**src/rtl/line_follower_pkg.sv**
```systemverilog
package line_follower_pkg;

    // drive state codes
    typedef enum logic [1:0] {
        stop        = 2'b00,
        turn_right  = 2'b01,
        turn_left   = 2'b10,
        go_straight = 2'b11
    } drive_state_t;

    // ordered left, mid, right; a 1 is black
    typedef logic [2:0] sensor_t;

    // run length of consecutive all-black samples
    typedef logic [7:0] black_count_t;

    // pwm counter and duty values
    typedef logic [3:0] pwm_count_t;

    // an all-black run longer than this ends go_straight
    localparam black_count_t BLACK_LIMIT = 8'd100;

    // equal synchronized samples needed before the debounced value moves
    localparam int DEBOUNCE_CYCLES = 4;

    // wheel pwm period and duties, in clk cycles
    localparam int PWM_PERIOD = 16;
    localparam pwm_count_t DUTY_FAST = 4'd12;
    localparam pwm_count_t DUTY_SLOW = 4'd4;

    // display advances one digit every 2**SCAN_DIV_BITS cycles
    localparam int SCAN_DIV_BITS = 4;

endpackage
```
**src/rtl/line_follower_top.sv**
```systemverilog
`timescale 1ns/1ps

module line_follower_top (
    input  logic                            clk,
    input  logic                            reset,
    input  logic                            left_track,
    input  logic                            mid_track,
    input  logic                            right_track,
    input  logic                            start_move,
    output line_follower_pkg::drive_state_t state,
    output line_follower_pkg::drive_state_t pre_state,
    output logic                            left_pwm,
    output logic                            right_pwm,
    output logic [6:0]                      display,
    output logic [3:0]                      digit
);

    // debounced sensor bits and start switch
    line_follower_pkg::sensor_t sensor;
    logic                       move_enable;

    track_sensor_sync i_track_sensor_sync (
        .clk         (clk),
        .reset       (reset),
        .left_track  (left_track),
        .mid_track   (mid_track),
        .right_track (right_track),
        .start_move  (start_move),
        .sensor      (sensor),
        .move_enable (move_enable)
    );

    tracker_fsm i_tracker_fsm (
        .clk         (clk),
        .reset       (reset),
        .sensor      (sensor),
        .move_enable (move_enable),
        .state       (state),
        .pre_state   (pre_state)
    );

    motor_pwm i_motor_pwm (
        .clk       (clk),
        .reset     (reset),
        .state     (state),
        .left_pwm  (left_pwm),
        .right_pwm (right_pwm)
    );

    seven_segment i_seven_segment (
        .clk     (clk),
        .reset   (reset),
        .state   (state),
        .sensor  (sensor),
        .display (display),
        .digit   (digit)
    );

endmodule

```
**src/rtl/seven_segment.sv**
```systemverilog
`timescale 1ns/1ps

module seven_segment (
    input  logic                            clk,
    input  logic                            reset,
    input  line_follower_pkg::drive_state_t state,
    input  line_follower_pkg::sensor_t      sensor,
    output logic [6:0]                      display,
    output logic [3:0]                      digit
);

    logic [line_follower_pkg::SCAN_DIV_BITS-1:0] scan_count;
    logic                                        scan_tick;
    // value shown on the active digit
    logic [3:0]                                  digit_value;

    // free-running divider, one tick per wrap
    always_ff @(posedge clk or posedge reset) begin
        if (reset) begin
            scan_count <= '0;
        end else begin
            scan_count <= scan_count + 1'b1;
        end
    end

    assign scan_tick = &scan_count;

    // rotation right, mid, left, state; 1111 only after reset
    always_ff @(posedge clk or posedge reset) begin
        if (reset) begin
            digit       <= 4'b1111;
            digit_value <= 4'hf;
        end else if (scan_tick) begin
            unique case (digit)
                4'b1110: begin
                    digit       <= 4'b1101;
                    digit_value <= {3'b000, sensor[1]};
                end
                4'b1101: begin
                    digit       <= 4'b1011;
                    digit_value <= {3'b000, sensor[2]};
                end
                4'b1011: begin
                    digit       <= 4'b0111;
                    digit_value <= {2'b00, state};
                end
                default: begin
                    digit       <= 4'b1110;
                    digit_value <= {3'b000, sensor[0]};
                end
            endcase
        end
    end

    // segments gfedcba, active low
    always_comb begin
        unique case (digit_value)
            4'd0:    display = 7'b1000000;
            4'd1:    display = 7'b1111001;
            4'd2:    display = 7'b0100100;
            4'd3:    display = 7'b0110000;
            4'd4:    display = 7'b0011001;
            4'd5:    display = 7'b0010010;
            4'd6:    display = 7'b0000010;
            4'd7:    display = 7'b1111000;
            4'd8:    display = 7'b0000000;
            4'd9:    display = 7'b0010000;
            // minus sign
            4'd10:   display = 7'b0111111;
            default: display = 7'b1111111;
        endcase
    end

endmodule

```
**src/rtl/motor_pwm.sv**
```systemverilog
`timescale 1ns/1ps

module motor_pwm (
    input  logic                            clk,
    input  logic                            reset,
    input  line_follower_pkg::drive_state_t state,
    output logic                            left_pwm,
    output logic                            right_pwm
);

    line_follower_pkg::pwm_count_t pwm_count;
    line_follower_pkg::pwm_count_t left_duty;
    line_follower_pkg::pwm_count_t right_duty;
    line_follower_pkg::pwm_count_t left_duty_sel;
    line_follower_pkg::pwm_count_t right_duty_sel;
    logic                          period_end;

    assign period_end = (pwm_count ==
                         line_follower_pkg::pwm_count_t'(line_follower_pkg::PWM_PERIOD - 1));

    // duty per drive state; the slow wheel is on the inside of the turn
    always_comb begin
        unique case (state)
            line_follower_pkg::go_straight: begin
                left_duty_sel  = line_follower_pkg::DUTY_FAST;
                right_duty_sel = line_follower_pkg::DUTY_FAST;
            end
            line_follower_pkg::turn_left: begin
                left_duty_sel  = line_follower_pkg::DUTY_SLOW;
                right_duty_sel = line_follower_pkg::DUTY_FAST;
            end
            line_follower_pkg::turn_right: begin
                left_duty_sel  = line_follower_pkg::DUTY_FAST;
                right_duty_sel = line_follower_pkg::DUTY_SLOW;
            end
            default: begin
                left_duty_sel  = '0;
                right_duty_sel = '0;
            end
        endcase
    end

    // new duty is taken as the counter wraps to zero
    always_ff @(posedge clk or posedge reset) begin
        if (reset) begin
            pwm_count  <= '0;
            left_duty  <= '0;
            right_duty <= '0;
        end else if (period_end) begin
            pwm_count  <= '0;
            left_duty  <= left_duty_sel;
            right_duty <= right_duty_sel;
        end else begin
            pwm_count <= pwm_count + 4'd1;
        end
    end

    assign left_pwm  = (pwm_count < left_duty);
    assign right_pwm = (pwm_count < right_duty);

endmodule

```
**src/rtl/tracker_fsm.sv**
```systemverilog
`timescale 1ns/1ps

module tracker_fsm (
    input  logic                            clk,
    input  logic                            reset,
    input  line_follower_pkg::sensor_t      sensor,
    input  logic                            move_enable,
    output line_follower_pkg::drive_state_t state,
    output line_follower_pkg::drive_state_t pre_state
);

    line_follower_pkg::drive_state_t next_state;
    line_follower_pkg::black_count_t black_count;
    logic                            all_black;
    logic                            long_black;
    // set when the car left stop from 011, held until reset
    logic                            direction;

    assign all_black  = (sensor == 3'b111);
    assign long_black = (black_count > line_follower_pkg::BLACK_LIMIT);

    // latch the direction from the starting position
    always_ff @(posedge clk or posedge reset) begin
        if (reset) begin
            direction <= 1'b0;
        end else if (state == line_follower_pkg::stop && sensor == 3'b011) begin
            direction <= 1'b1;
        end
    end

    // consecutive all-black cycles, saturating
    always_ff @(posedge clk or posedge reset) begin
        if (reset) begin
            black_count <= '0;
        end else if (!all_black) begin
            black_count <= '0;
        end else if (black_count != '1) begin
            black_count <= black_count + 8'd1;
        end
    end

    always_comb begin
        next_state = state;
        unique case (state)
            line_follower_pkg::stop: begin
                // leave only when the start switch allows it
                if (move_enable && (sensor == 3'b110 || sensor == 3'b011)) begin
                    next_state = line_follower_pkg::go_straight;
                end
            end
            line_follower_pkg::go_straight: begin
                if (all_black) begin
                    if (long_black) begin
                        next_state = direction ? line_follower_pkg::turn_left
                                               : line_follower_pkg::turn_right;
                    end
                end else begin
                    next_state = direction ? line_follower_pkg::turn_right
                                           : line_follower_pkg::turn_left;
                end
            end
            line_follower_pkg::turn_left: begin
                if (direction != all_black) begin
                    next_state = line_follower_pkg::go_straight;
                end
            end
            line_follower_pkg::turn_right: begin
                if (direction == all_black) begin
                    next_state = line_follower_pkg::go_straight;
                end
            end
            default: begin
                next_state = line_follower_pkg::stop;
            end
        endcase
    end

    always_ff @(posedge clk or posedge reset) begin
        if (reset) begin
            state     <= line_follower_pkg::stop;
            pre_state <= line_follower_pkg::stop;
        end else begin
            // pre_state remembers the state that was left last
            if (next_state != state) begin
                pre_state <= state;
            end
            state <= next_state;
        end
    end

    // a start always passes through go_straight first
    no_turn_from_stop: assert property (@(posedge clk) disable iff (reset)
        (state == line_follower_pkg::stop) |=>
        (state == line_follower_pkg::stop || state == line_follower_pkg::go_straight));

endmodule

```
**src/rtl/track_sensor_sync.sv**
```systemverilog
`timescale 1ns/1ps

module track_sensor_sync (
    input  logic                       clk,
    input  logic                       reset,
    input  logic                       left_track,
    input  logic                       mid_track,
    input  logic                       right_track,
    input  logic                       start_move,
    output line_follower_pkg::sensor_t sensor,
    output logic                       move_enable
);

    // bit 3 is start_move, bits 2:0 are left, mid, right
    logic [3:0] sync_1;
    logic [3:0] sync_2;
    logic [3:0] candidate;
    logic [2:0] agree_count;

    // two-flop synchronizer on the raw pins
    always_ff @(posedge clk or posedge reset) begin
        if (reset) begin
            sync_1 <= '0;
            sync_2 <= '0;
        end else begin
            sync_1 <= {start_move, left_track, mid_track, right_track};
            sync_2 <= sync_1;
        end
    end

    // any new sample value restarts the agreement run
    always_ff @(posedge clk or posedge reset) begin
        if (reset) begin
            candidate   <= '0;
            agree_count <= '0;
            sensor      <= '0;
            move_enable <= 1'b0;
        end else if (sync_2 != candidate) begin
            candidate   <= sync_2;
            agree_count <= 3'd1;
        end else if (agree_count == 3'(line_follower_pkg::DEBOUNCE_CYCLES - 1)) begin
            // this sample completes the run
            {move_enable, sensor} <= candidate;
        end else begin
            agree_count <= agree_count + 3'd1;
        end
    end

    // after a debounced change the next cycle cannot change it again
    sensor_change_spacing: assert property (@(posedge clk) disable iff (reset)
        (sensor != $past(sensor)) |=> (sensor == $past(sensor)));

endmodule

```
**config.mk**
```make
export PLATFORM = sky130hd
export DESIGN_NAME = line_follower_top
export DESIGN_NICKNAME = d
export VERILOG_FILES = /design/src/rtl/line_follower_pkg.sv /design/src/rtl/line_follower_top.sv /design/src/rtl/seven_segment.sv /design/src/rtl/motor_pwm.sv /design/src/rtl/tracker_fsm.sv /design/src/rtl/track_sensor_sync.sv
export SDC_FILE = /design/constraint.sdc
export NUM_CORES = 1
export LEC_CHECK = 0
export BUFFER_PORTS_ARGS = -buffer_cell sky130_fd_sc_hd__buf_2
export CORE_ASPECT_RATIO = 1.4
export CORE_MARGIN = 3
export CORE_UTILIZATION = 52
export CTS_BUF_LIST = sky130_fd_sc_hd__clkbuf_16
export CTS_CLUSTER_DIAMETER = 50
export DETAILED_ROUTE_END_ITERATION = 7
export PLACE_DENSITY = 0.74
export SYNTH_ARGS = -nofsm -noshare
export SYNTH_HDL_FRONTEND = slang
export SYNTH_SLANG_ARGS = --single-unit
```
**constraint.sdc**
```tcl
create_clock -name clk -period 1.5 [get_ports clk]
set_input_delay 0.225 -clock clk [delete_from_list [all_inputs] [get_ports clk]]
set_output_delay 0.225 -clock clk [all_outputs]
set_load 0.1 [all_outputs]
```
Yosys cells after proc, flatten, opt, wreduce, memory -nomap -nowiden:

Memories as Yosys holds them, arrays and structs flattened.
Index checks and enable logic that the tools add are counted.

* register bits: 56
* word-level logic and storage cells: 68
* output and inout bits: 17
* memories kept: 1
* input bits: 6
* memory bits (read-only): 112

* $add $sub $neg: 4
* reduce and logical (&&, ||, !) cells: 8
* bitwise operators: 1
* order comparisons: 3
* muxes and demuxes: 17
* eq/ne operators: 18

Memories
* (no name shown): words 16, width 7, rd ports 1, clocked after Yosys merged registers in 0, wr ports 0, line seven_segment.sv:57 `unique case (digit_value)`

Operators with widths (number)
* 4-bit == test (second input constant): 4
* 8-bit 2-to-1 mux: 2
* 4-bit one-hot mux with 2 select lines: 2
* 2-bit 2-to-1 mux: 7
* 4-bit one-hot mux with 3 select lines: 1
* 4-bit by 1-bit adder with 4-bit output (second input constant): 2
* 8-bit by 1-bit adder with 8-bit output (second input constant): 1
* 8-bit by 7-bit > comparator with 1-bit output (second input constant): 1
* 4-bit < comparator: 2
* 8-bit != test (second input constant): 1
* 2-bit one-hot mux with 4 select lines: 1
* 3-bit by 2-bit == test with 1-bit output (second input constant): 2
* 3-bit == test (second input constant): 2
* 3-bit 2-to-1 mux: 2
* 2-bit one-hot mux with 3 select lines: 1
* 2-bit == test (second input constant): 2
* 4-bit 2-to-1 mux: 1
* 4-bit != test: 1
* 4-bit AND reduction: 1
* 2-bit OR reduction: 2
* 3-bit by 1-bit adder with 3-bit output (second input constant): 1
* 2-bit by 1-bit == test with 1-bit output (second input constant): 1
* 1-bit logical AND: 2
* 2-bit logical NOT: 1
* other kinds (8): 8

Depth between registers and ports, before layout:

Gate-level depths: netlist (run 1).

* depth after elaboration: 6
* depth in mapped cells: 6
* mapped depth without buffers: 6

Cells and area by module:

A second synthesis (run 1) with hierarchy kept.

* cell total of the unflattened synthesis: 212
* area total of the unflattened synthesis: 2343.5 um^2

By module, submodules not included
* tracker_fsm: sequential area each 325.3 um^2, cells an instance 83, area each 763.2 um^2, times used 1
* track_sensor_sync: sequential area each 475.5 um^2, cells an instance 45, area each 685.7 um^2, times used 1
* seven_segment: sequential area each 284.0 um^2, cells an instance 55, area each 559.3 um^2, times used 1
* motor_pwm: sequential area each 175.2 um^2, cells an instance 29, area each 335.3 um^2, times used 1

Least setup slack after synthesis (run 1):

Ideal clock, no wire load.

* path kind: reg-to-output
* start: reg i_seven_segment.digit_value[2]
* end: out display[3]
* required time: 1.275 ns
* path buffers: 1
* path slack: -1.363 ns
* stages on the path, launching flop included: 4
* data arrival time: 2.638 ns
* cells stage by stage: dfstp_2 -> nand2b_1 -> and2_1 -> buf_4

* word-level cells in the longest chain between the ends: 1

Ends and longest elaborated chain
* start: declaration: line seven_segment.sv:15 `logic [3:0] digit_value;`
* start signal: assignment: line seven_segment.sv:37 `digit_value <= {3'b000, sensor[1]};`
* start signal: assignment: line seven_segment.sv:41 `digit_value <= {3'b000, sensor[2]};`
* start signal: assignment: line seven_segment.sv:45 `digit_value <= {2'b00, state};`
* memory read 16 x 7 bit
* end: declaration: line line_follower_top.sv:14 `output logic [6:0] display,`

Every way passes these cells.

Worst setup path after layout (run 1):

Ends and elaborated chain as after synthesis.

==> impl_metrics.py, run 1 <==
metrics = {
    "worst_hold_path": {
        "hp-class": "in2reg",
        "whs_endpoint": "i_track_sensor_sync.sync_1[2]",
        "whs_path_depth": 1,
        "min_from": "left_track",
    },
    "grt": {
        "grt_start_max_net_pins": 52,
        "first_global_vias": 1670,
        "grt_usage_pct": 18.2,
        "grt_pass1_wl_um": 7560,
        "grt_overflow": 0,
        "grt_antenna_before_repair": 0,
    },
    "placed_design": {
        "dp_slack_ps": -10.2,
        "place_area_um2": 2820,
        "dp_cells": 291,
        "place.gp.congestion": 0.854,
        "port_buffers": 22,
        "dp_hpwl_um": 2860,
    },
    "synthesis": {
        "synth_cell_types": 43,
        "synth_area_leaders": "dfrtp_1, dfstp_2, ha_1, nand2_1, xnor2_1",
        "async_flop_share_pct": 100,
        "syn-num-nets": 225,
        "syn_inst": 211,
        "yosys_register_bits": 51,
        "syn-mean-instance-area_um2": 10.9,
        "yosysSeqAreaShare_pct": 55.8,
        "syn-cell-area_um2": 2300,
        "synth_top_cell_by_area": "dfrtp_1",
        "synth_edf_count": 0,
        "ys_warn_count": 0,
        "synth_ff_type": "dfrtp_1",
        "synth.top_cell.area_share_pct": 47.8,
    },
    "cts": {
        "clkLatencyLatePin_ps": 280,
        "clockBufferDepth": 2,
        "cts_tree": "yes",
        "cts_sinks": 51,
        "numCtsBuffers": 5,
        "clkTransAtPathRegs_ps": 60,
        "clockRootBuffer": "clkbuf_16",
        "cts-htree-levels": 2,
    },
    "worst_setup_path": {
        "rr_startpoint": "i_seven_segment.digit[1]",
        "end_kind": "output pin",
        "crit_path_start": "i_seven_segment.digit_value[2]",
        "critPathKind": "reg2out",
        "critPathSlowestCell": "dfstp_2",
        "crit_chain": "nand2b_4 > and2_4 > buf_12",
        "ff2ff_path_depth": 4,
        "crit_fanout": 3,
        "r2r_slack_ps": 40,
        "worst_r2r_endpoint": "i_seven_segment.digit_value[0]",
        "slowest_delay_ps": 550,
        "crit_path_start_kind": "register",
        "cp.arrival_ps": 1310,
        "cp.required_ps": 1270,
    },
    "power_and_ir_drop": {
        "power_density_nw_per_um2": 1380,
        "p_leak_nw": 1.41,
        "vdd_ir_drop_max_v": 0.00119,
    },
    "sta": {
        "maxSlewHeadroom_pct": 67.9,
        "fin_ws_ps": -32.0,
        "slew_viol_final": 0,
        "hold_viol_final": 0,
        "setup_viol": 5,
        "tightest_slew_ps": 485,
        "fin_tns_setup_ps": -119,
        "min_period_ps": 1530,
        "skew_ps": 4.91,
        "fmaxAchievable_ghz": 0.653,
        "min_period_over_period_pct": 102,
        "grt_setup_unrepaired": "yes",
    },
    "die": {
        "fp.dieW_um": 62.3,
        "dieHeight_um": 84.8,
        "core_area_um2": 4240,
        "rows": 28,
        "ios": 23,
        "dieArea_um2": 5280,
        "initial_core_util_pct": 54.4,
    },
    "status": {
        "status": "complete, but fails checks",
        "violations": "negative setup slack",
    },
    "layout": {
        "n_fill_cell": 294,
        "area_delta_synth_final_pct": 35.8,
        "finalNonFillerCells": 308,
        "antennaDiodeCount": 0,
        "drive_above_1_share_pct": 35.1,
        "fin_area_um2": 3130,
        "final_core_util_pct": 73.8,
        "nets": 261,
    },
    "route": {
        "drt-initial-drc-count": 60,
        "wl_per_cell_um": 13.9,
        "num_vias": 1626,
        "via_per_inst": 5.28,
        "route.detailed.drc": 0,
        "first_pass_iters": 4,
        "wl_um": 4290,
        "drtAntennaViolNets": 0,
    },
    "run": {
        "cap_violations": 0,
    },
}
-- registers in the layout, summed over array words and instances (netlist names) --
register                         cells
i_track_sensor_sync.agree_count      3
i_track_sensor_sync.move_enable      1
i_tracker_fsm.direction              1
i_track_sensor_sync.sync_2           4
i_seven_segment.scan_count           4
i_track_sensor_sync.sensor           3
i_tracker_fsm.state                  2
i_track_sensor_sync.candidate        4
i_track_sensor_sync.sync_1           4
i_motor_pwm.right_duty               2
i_motor_pwm.pwm_count                4
i_seven_segment.digit                4
i_tracker_fsm.pre_state              2
i_seven_segment.digit_value          3
i_motor_pwm.left_duty                2
i_tracker_fsm.black_count            8
-- what timing repair did --
| action | CTS | global route |
|---|---|---|
| setup endpoints to repair | 7 | 11 |
| gates resized for setup | 11 | 9 |
| hold buffers | 1 | 0 |
| hold endpoints to repair | 44 | 0 |
| gates cloned | 0 | 0 |
| buffers inserted | 5 | 3 |
| pin swaps | 3 | 4 |
-- cell usage after synthesis (3+ instances only) --
master	number
nand3_1	7
a21oi_1	9
nor2_1	10
and3_1	4
xor2_1	4
mux2i_1	3
xnor2_1	7
ha_1	8
inv_1	14
dfrtp_1	44
and4_1	3
a21o_1	5
a211oi_1	5
nor3_1	3
nand2b_1	3
o21ai_0	10
nand2_1	21
clkbuf_1	7
mux2_2	4
dfstp_2	7
a31oi_1	3
-- layer usage --
layer  routed length, um  track usage (%)
met2                2320             33.3
met5                   0                0
met4                 104             8.03
met3                 136             3.48
met1                1720             20.4
-- worst max-delay path by stage --
| stage | end | slack, ps | cells after the start |
|---|---|---|---|
| after floorplan | display[3] | -260 | 3 |
| after global placement | i_seven_segment.digit_value[0] | 60 | 4 |
| after detailed placement | i_tracker_fsm.pre_state[1] | -10 | 6 |
| after CTS | left_pwm | -60 | 3 |
| after global routing | left_pwm | -60 | 4 |
| final | display[3] | -30 | 3 |
-- layout make-up --
type | count | area (um2) | share of cell area (%)
Clock buffer | 5 | 125 | 4.00
Clock inverter | 3 | 38.8 | 1.24
Timing Repair Buffer | 40 | 477 | 15.2
Multi-Input combinational cell | 135 | 1060 | 33.9
Inverter | 14 | 52.6 | 1.68
Tap cell | 60 | 75.1 | 2.40
Sequential cell | 51 | 1300 | 41.5
-- layout by cell type, fill, tap and decap left out, types with 3 or more instances in the layout --
cell type  netlist  routed
dfrtp_1         44      41
and4_1           3       3
inv_2            0       4
a211oi_1         5       4
a31oi_1          3       3
mux2_2           4       4
nor3_1           3       3
buf_4            2      16
clkbuf_16        0       5
o21ai_0         10      10
xnor2_1          7       7
dfrtp_2          0       3
buf_2            0       7
dfstp_4          0       3
and3_1           4       3
a21o_1           5       5
nor2_1          10       9
inv_1           14      10
dfstp_2          7       4
a21oi_1          9       6
nand3_1          7       7
nand2_1         21      21
ha_1             8       5
xor2_1           4       4
buf_12           0      15
-- power by group --
| part | total (mW) | internal, mW | switching, mW |
|---|---|---|---|
| registers | 1.64 | 1.50 | 0.137 |
| clock network | 1.24 | 0.777 | 0.462 |
| logic | 1.46 | 0.541 | 0.916 |
-- worst max-delay path, delay by kind of cell, from the launching register on --
kind	cells	cell delay, ps
buf+inv	1	170
simple gates	2	290
flops	1	550
-- metrics by stage --
step           power (mW)  hold slack [ps]
3_3_place_gp         3.02              284
3_5_place_dp         3.04              287
4_1_cts              4.33             37.1
6_report             4.33             43.8
5_1_grt              4.49             37.7
2_1_floorplan        2.67              256
-- cells by family (layout without fill, tap and decap cells) --
| kind of cell | Yosys count | after routing | share of synthesized area (%) |
|---|---|---|---|
| and+or+nand+nor | 67 | 67 | 15.2 |
| DFF | 51 | 51 | 55.8 |
| AOI/OAI and AO/OA | 41 | 41 | 11.4 |
| buffers and inverters | 25 | 62 | 5.16 |
| xor gates and xnor gates | 12 | 12 | 4.89 |
| adders and majority gates | 8 | 8 | 4.34 |
| muxes | 7 | 7 | 3.26 |
(Power assumes the default switching activity.)
==> inputs of run 2 (changes only) <==
SKIP_LAST_GASP = 1   (was not set)
SYNTH_HIERARCHICAL = 1   (was not set)
==> run 2 against run 1 <==
Against the previous run: the run still ends with negative setup slack left; highest routed layer unchanged; sequential cell count fell by 1; clock power about the same; critical path type unchanged; power fell by 1.1%; first-iteration DRC count increased by 20%; largest cell class unchanged; cell count is 0.65% lower.
==> impl_metrics.py, run 2 <==
metrics = {
    "route": {
        "via_per_inst": 5.32,
        "first_pass_iters": 4,
        "wl_um": 4120,
        "num_vias": 1629,
        "drt-initial-drc-count": 72,
        "wl_per_cell_um": 13.5,
        "route.detailed.drc": 0,
        "drtAntennaViolNets": 0,
    },
    "grt": {
        "grt_usage_pct": 17.2,
        "grt_pass1_wl_um": 7420,
        "grt_start_max_net_pins": 20,
        "grt_antenna_before_repair": 0,
        "grt_overflow": 0,
        "first_global_vias": 1706,
    },
    "die": {
        "dieArea_um2": 5360,
        "core_area_um2": 4270,
        "dieHeight_um": 85.4,
        "initial_core_util_pct": 54.8,
        "ios": 23,
        "rows": 28,
        "fp.dieW_um": 62.7,
    },
    "synthesis": {
        "synth_mux_area_share_pct": 4.81,
        "yosys.area_share.xor_xnor_pct": 5.23,
        "synth.top_cell.area_share_pct": 45.9,
        "syn_inst": 212,
        "synth_cell_types": 52,
        "ys_warn_count": 6,
        "synthAdderAreaFrac_pct": 4.27,
        "syn-mean-instance-area_um2": 11.1,
        "yosys.area_share.simple_pct": 16.4,
        "synth.top_cells.by_count": "dfrtp_1, nor2_1, inv_1",
        "synth_top_family_by_area": "simple AND/OR/NAND/NOR gates",
        "syn-num-nets": 226,
        "syn-cell-area_um2": 2340,
        "yosysSeqAreaShare_pct": 53.8,
        "yosysMostFrequentCell": "dfrtp_1",
        "yosys_register_bits": 50,
        "synth_ff_type": "dfrtp_1",
        "synth_compound_area_share_pct": 10.2,
        "synth_area_leaders": "dfrtp_1, dfstp_2, ha_1, xnor2_1, nor2_1",
        "synth_top_cell_by_area": "dfrtp_1",
        "async_flop_share_pct": 100,
        "synth_edf_count": 0,
    },
    "run": {
        "cap_violations": 0,
    },
    "status": {
        "violations": "negative setup slack",
        "status": "complete, but fails checks",
    },
    "cts": {
        "clkLatencyLatePin_ps": 280,
        "clkTransAtPathRegs_ps": 60,
        "numCtsBuffers": 5,
        "cts_sinks": 50,
        "clockBufferDepth": 2,
        "cts-htree-levels": 2,
        "cts_tree": "yes",
        "clockRootBuffer": "clkbuf_16",
    },
    "power_and_ir_drop": {
        "vdd_ir_drop_max_v": 0.000959,
        "finalPower_mw": 4.29,
        "p_leak_nw": 1.45,
        "power_density_nw_per_um2": 1400,
    },
    "worst_hold_path": {
        "hp-class": "in2reg",
        "min_from": "right_track",
    },
    "layout": {
        "seqCellArea_um2": 1280,
        "layout_common_cells": "dfrtp_1, nor2_1, inv_1",
        "area_delta_synth_final_pct": 30.6,
        "largest_reg_flops": 8,
        "multi_input_area_um2": 1060,
        "largest_register": "i_tracker_fsm/black_count",
        "n_fill_cell": 322,
        "fin_area_um2": 3060,
        "layout_commonest_cell": "dfrtp_1",
        "nets": 259,
        "antennaDiodeCount": 0,
        "drive_above_1_share_pct": 32.5,
    },
    "sta": {
        "slew_viol_final": 0,
        "hold_viol_final": 0,
        "min_period_ps": 1580,
        "grt_setup_unrepaired": "yes",
        "min_period_over_period_pct": 105,
        "fin_tns_setup_ps": -268,
        "fin_ws_ps": -80.4,
        "tightest_slew_ps": 503,
        "fmaxAchievable_ghz": 0.633,
        "maxSlewHeadroom_pct": 66.4,
        "skew_ps": 5.77,
        "timing.hold.ws_ps": 49.4,
        "setup_viol": 7,
    },
    "worst_setup_path": {
        "r2r_slack_ps": 80,
        "rr_startpoint": "i_tracker_fsm/black_count[1]",
        "cp.arrival_ps": 1360,
        "end_kind": "output pin",
        "cp.required_ps": 1270,
        "crit_path_start_kind": "register",
        "crit_fanout": 6,
        "crit_path_start": "i_seven_segment/digit_value[2]",
        "critPathKind": "reg2out",
    },
    "placed_design": {
        "dp_hpwl_um": 3030,
        "place.gp.congestion": 0.791,
        "port_buffers": 22,
        "dp_slack_ps": 50.5,
        "place_area_um2": 2830,
    },
}
==> run 2: cell count changes in the layout (fill, tap and decap cells not counted), sizes merged, moves of 3 or more <==
cell / before / now
nand2: 21 / 11
nor2: 10 / 18
a211oi: 5 / 0
a21oi: 9 / 4
inv: 14 / 19
o21ai: 10 / 5
nand3: 7 / 11
a21o: 5 / 2
and4: 4 / 1
buf: 39 / 36
==> run 2: kinds of logic (layout without fill, tap and decap cells) <==
kind of cell,count (synthesis),count (layout)
AO/OA/AOI/OAI,33,33
AND/OR/NAND/NOR,70,70
XOR/XNOR,14,14
multiplexers,9,9
buffers and inverters,28,62
flip-flops,50,50
adder cells (fa/ha/maj),8,8
==> run 2: cell type report <==
type / count / share of cell area (%)
inverter: 17 / 2.08
sequential: 50 / 41.8
clock inverter: 3 / 1.23
clock buffer: 5 / 4.09
multi-input combinational: 134 / 34.7
tap: 60 / 2.45
timing repair buffer: 37 / 13.7
==> run 2: per-layer routing <==
layer / wire, um / track usage, %
met1: 1680 / 19.4
met2: 2250 / 31.6
met3: 146 / 3.44
met4: 46 / 7.23
met5: 0 / 0
==> run 2: final timing paths <==
| path | endpoint | cells after the start |
|---|---|---|
| max | display[0] | 3 |
| min | i_track_sensor_sync/sync_1[0] | 1 |
| max reg2reg | i_tracker_fsm/pre_state[1] | 7 |
| min reg2reg | i_track_sensor_sync/sync_2[3] | 0 |
| max in group asynchronous | i_tracker_fsm/state[0] | 3 |
| min in group asynchronous | i_motor_pwm/right_duty[3] | 3 |
==> run 2: power breakdown <==
group	internal (mW)	switching, mW
Combinational	0.486	0.957
Clock	0.774	0.434
Sequential	1.48	0.158
Total	2.74	1.55
==> run 2: worst max-delay path: stages (launching register included) <==
cell,delay (ps)
dfstp_2,590
nand2b_4,140
and2_4,160
buf_12,170
==> run 2: metrics by stage <==
step,util (%),std cells
finish,71.6,306
global route,71.6,306
CTS,70.9,305
detailed placement,66.2,293
global placement,66.2,293
floorplan,-,212
==> run 2: what timing repair did <==
item / CTS / global route
hold buffers: 1 / 0
gates cloned: 0 / 0
pin swaps: 4 / 5
endpoints found under the setup margin: 5 / 16
buffers inserted: 3 / 1
endpoints found under the hold margin: 11 / 0
resized for setup: 2 / 6
==> inputs of run 3 (changes only) <==
RECOVER_POWER = 25   (was not set)
==> run 3 against run 2 <==
Against the previous run: the flow still finishes with violations (negative setup slack); critical endpoint unchanged; combinational power is essentially flat; first-iteration DRC count is the same; non-clock buffer count is the same; sequential cell count is the same; critical path type unchanged; largest power group unchanged; via count is essentially flat; clock power is essentially flat; setup slack gained 0.53 ps; maximum frequency is essentially flat; critical path depth is the same; wire length shrank 0.39%; sequential power is essentially flat.
==> impl_metrics.py, run 3 (synthesis results as in run 2) <==
metrics = {
    "die": {
        "fp.dieW_um": 62.7,
        "core_area_um2": 4270,
        "dieHeight_um": 85.4,
        "rows": 28,
        "dieArea_um2": 5360,
        "initial_core_util_pct": 54.8,
        "ios": 23,
    },
    "worst_setup_path": {
        "cp.arrival_ps": 1350,
        "ff2ff_path_depth": 7,
        "r2r_slack_ps": 80,
        "worst_r2r_endpoint": "i_tracker_fsm/pre_state[1]",
        "crit_fanout": 6,
        "rr_startpoint": "i_tracker_fsm/black_count[1]",
        "cp_top_family": "flip-flops",
        "crit_buf_inv": 1,
        "critPathKind": "reg2out",
        "crit_path_start_kind": "register",
        "slowest_delay_ps": 590,
        "end_kind": "output pin",
        "cp.required_ps": 1270,
        "crit_chain": "nand2b_4 > and2_4 > buf_12",
        "critPathSlowestCell": "dfstp_2",
    },
    "route": {
        "drtAntennaViolNets": 0,
        "num_vias": 1628,
        "wl_per_cell_um": 13.4,
        "first_pass_iters": 4,
        "wl_um": 4110,
        "drt-initial-drc-count": 72,
        "route.detailed.drc": 0,
        "via_per_inst": 5.32,
    },
    "cts": {
        "numCtsBuffers": 5,
        "clockRootBuffer": "clkbuf_16",
        "cts-htree-levels": 2,
        "cts_tree": "yes",
        "clockBufferDepth": 2,
        "clkTransAtPathRegs_ps": 60,
        "clkLatencyLatePin_ps": 280,
        "cts_sinks": 50,
    },
    "layout": {
        "n_fill_cell": 324,
        "antennaDiodeCount": 0,
        "area_delta_synth_final_pct": 30.5,
        "seqCellArea_um2": 1280,
        "drive_above_1_share_pct": 32.1,
        "layout_commonest_cell": "dfrtp_1",
        "layout_common_cells": "dfrtp_1, nor2_1, inv_1",
        "multi_input_area_um2": 1060,
        "largest_register": "i_tracker_fsm/black_count",
        "nets": 259,
        "largest_reg_flops": 8,
        "fin_area_um2": 3060,
    },
    "placed_design": {
        "place_area_um2": 2830,
        "place.gp.congestion": 0.791,
        "dp_hpwl_um": 3030,
        "port_buffers": 22,
    },
    "power_and_ir_drop": {
        "power_density_nw_per_um2": 1400,
        "vdd_ir_drop_max_v": 0.000960,
        "seq_power_share_pct": 38.2,
        "clockPowerShare_pct": 28.2,
        "finalPower_mw": 4.29,
        "power.internal_mw": 2.74,
        "combPwrFrac_pct": 33.6,
        "p_switching_mw": 1.55,
        "sw_frac_of_total_pct": 36.2,
        "p_leak_nw": 1.45,
    },
    "grt": {
        "grt_usage_pct": 17.2,
        "first_global_vias": 1706,
        "grt_pass1_wl_um": 7420,
        "grt_overflow": 0,
        "grt_antenna_before_repair": 0,
        "grt_start_max_net_pins": 20,
    },
    "sta": {
        "grt_setup_unrepaired": "yes",
        "fin_ws_ps": -79.9,
        "maxSlewHeadroom_pct": 66.6,
        "tightest_slew_ps": 500,
        "hold_viol_final": 0,
        "min_period_ps": 1580,
        "timing.hold.ws_ps": 48.8,
        "setup_viol": 7,
        "min_period_over_period_pct": 105,
        "skew_ps": 5.11,
        "slew_viol_final": 0,
        "fmaxAchievable_ghz": 0.633,
    },
    "run": {
        "cap_violations": 0,
    },
    "worst_hold_path": {
        "whs_path_depth": 1,
        "whs_endpoint": "i_track_sensor_sync/sync_1[0]",
        "min_from": "right_track",
        "hp-class": "in2reg",
    },
    "status": {
        "violations": "negative setup slack",
        "status": "complete, but fails checks",
    },
}
-- run 3: changes by cell type in the layout (fill, tap and decap cells not counted), sizes merged --
cell,delta
buf,-2
clkbuf,+2
-- run 3: worst reg2reg max path, cell delays in order (launching register included) --
cell,delay [ps]
dfrtp_2,450
inv_1,70
ha_1,140
nor2b_1,40
o311ai_1,210
buf_4,170
and3_1,140
o211ai_1,80
-- run 3: worst max path at each step --
stage | from | to | slack (ps) | depth (start not counted)
final | i_seven_segment/digit_value[2] | display[0] | -80 | 3
after global routing | i_seven_segment/digit_value[2] | display[0] | -130 | 3
after CTS | i_seven_segment/digit_value[2] | display[0] | -90 | 3
after detailed placement | i_tracker_fsm/black_count[0] | i_tracker_fsm/black_count[5] | 50 | 6
after global placement | i_tracker_fsm/black_count[0] | i_tracker_fsm/black_count[5] | 80 | 6
after floorplan | i_seven_segment/digit_value[2] | display[3] | -210 | 3
-- run 3: area by class of cell --
class                      count  share of cell area, %
timing repair buffer          37                   13.6
clock buffer                   5                   4.09
tap                           60                   2.45
inverter                      17                   2.09
clock inverter                 3                   1.23
sequential                    50                   41.8
multi-input combinational    134                   34.7
-- run 3: per-layer routing --
| layer | share of wire (%) | vias to the layer above | wire, um | track usage [%] |
|---|---|---|---|---|
| met5 | 0 | - | 0 | 0 |
| met4 | 1.1 | 0 | 46 | 7.23 |
| met3 | 3.0 | 5 | 125 | 3.44 |
| met2 | 55 | 28 | 2250 | 31.6 |
| met1 | 41 | 804 | 1690 | 19.4 |
| li1 | - | 791 | - | - |
-- run 3: through the flow --
stage / instances / TNS [ps] / util, % / setup WS [ps]
after global routing: 306 / -568 / 71.5 / -127
after global placement: 293 / 0 / 66.2 / 81.2
after floorplan: 212 / -334 / - / -215
after detailed placement: 293 / 0 / 66.2 / 50.5
after CTS: 305 / -365 / 70.9 / -93.8
final: 306 / -268 / 71.5 / -79.9
-- run 3: power groups by stage --
stage / sequential (mW) / combinational, mW / clock (mW)
finish: 1.64 / 1.44 / 1.21
global route: 1.65 / 1.50 / 1.31
CTS: 1.63 / 1.45 / 1.24
detailed placement: 1.64 / 1.43 / 0
global placement: 1.64 / 1.40 / 0
floorplan: 1.89 / 0.808 / 0
-- run 3: timing repair --
action                                 in CTS  in global routing
pin swaps                                   4                  5
resized for setup                           2                  6
setup endpoints to repair                   5                 16
buffers inserted                            3                  1
endpoints found under the hold margin      11                  0
hold buffers                                1                  0
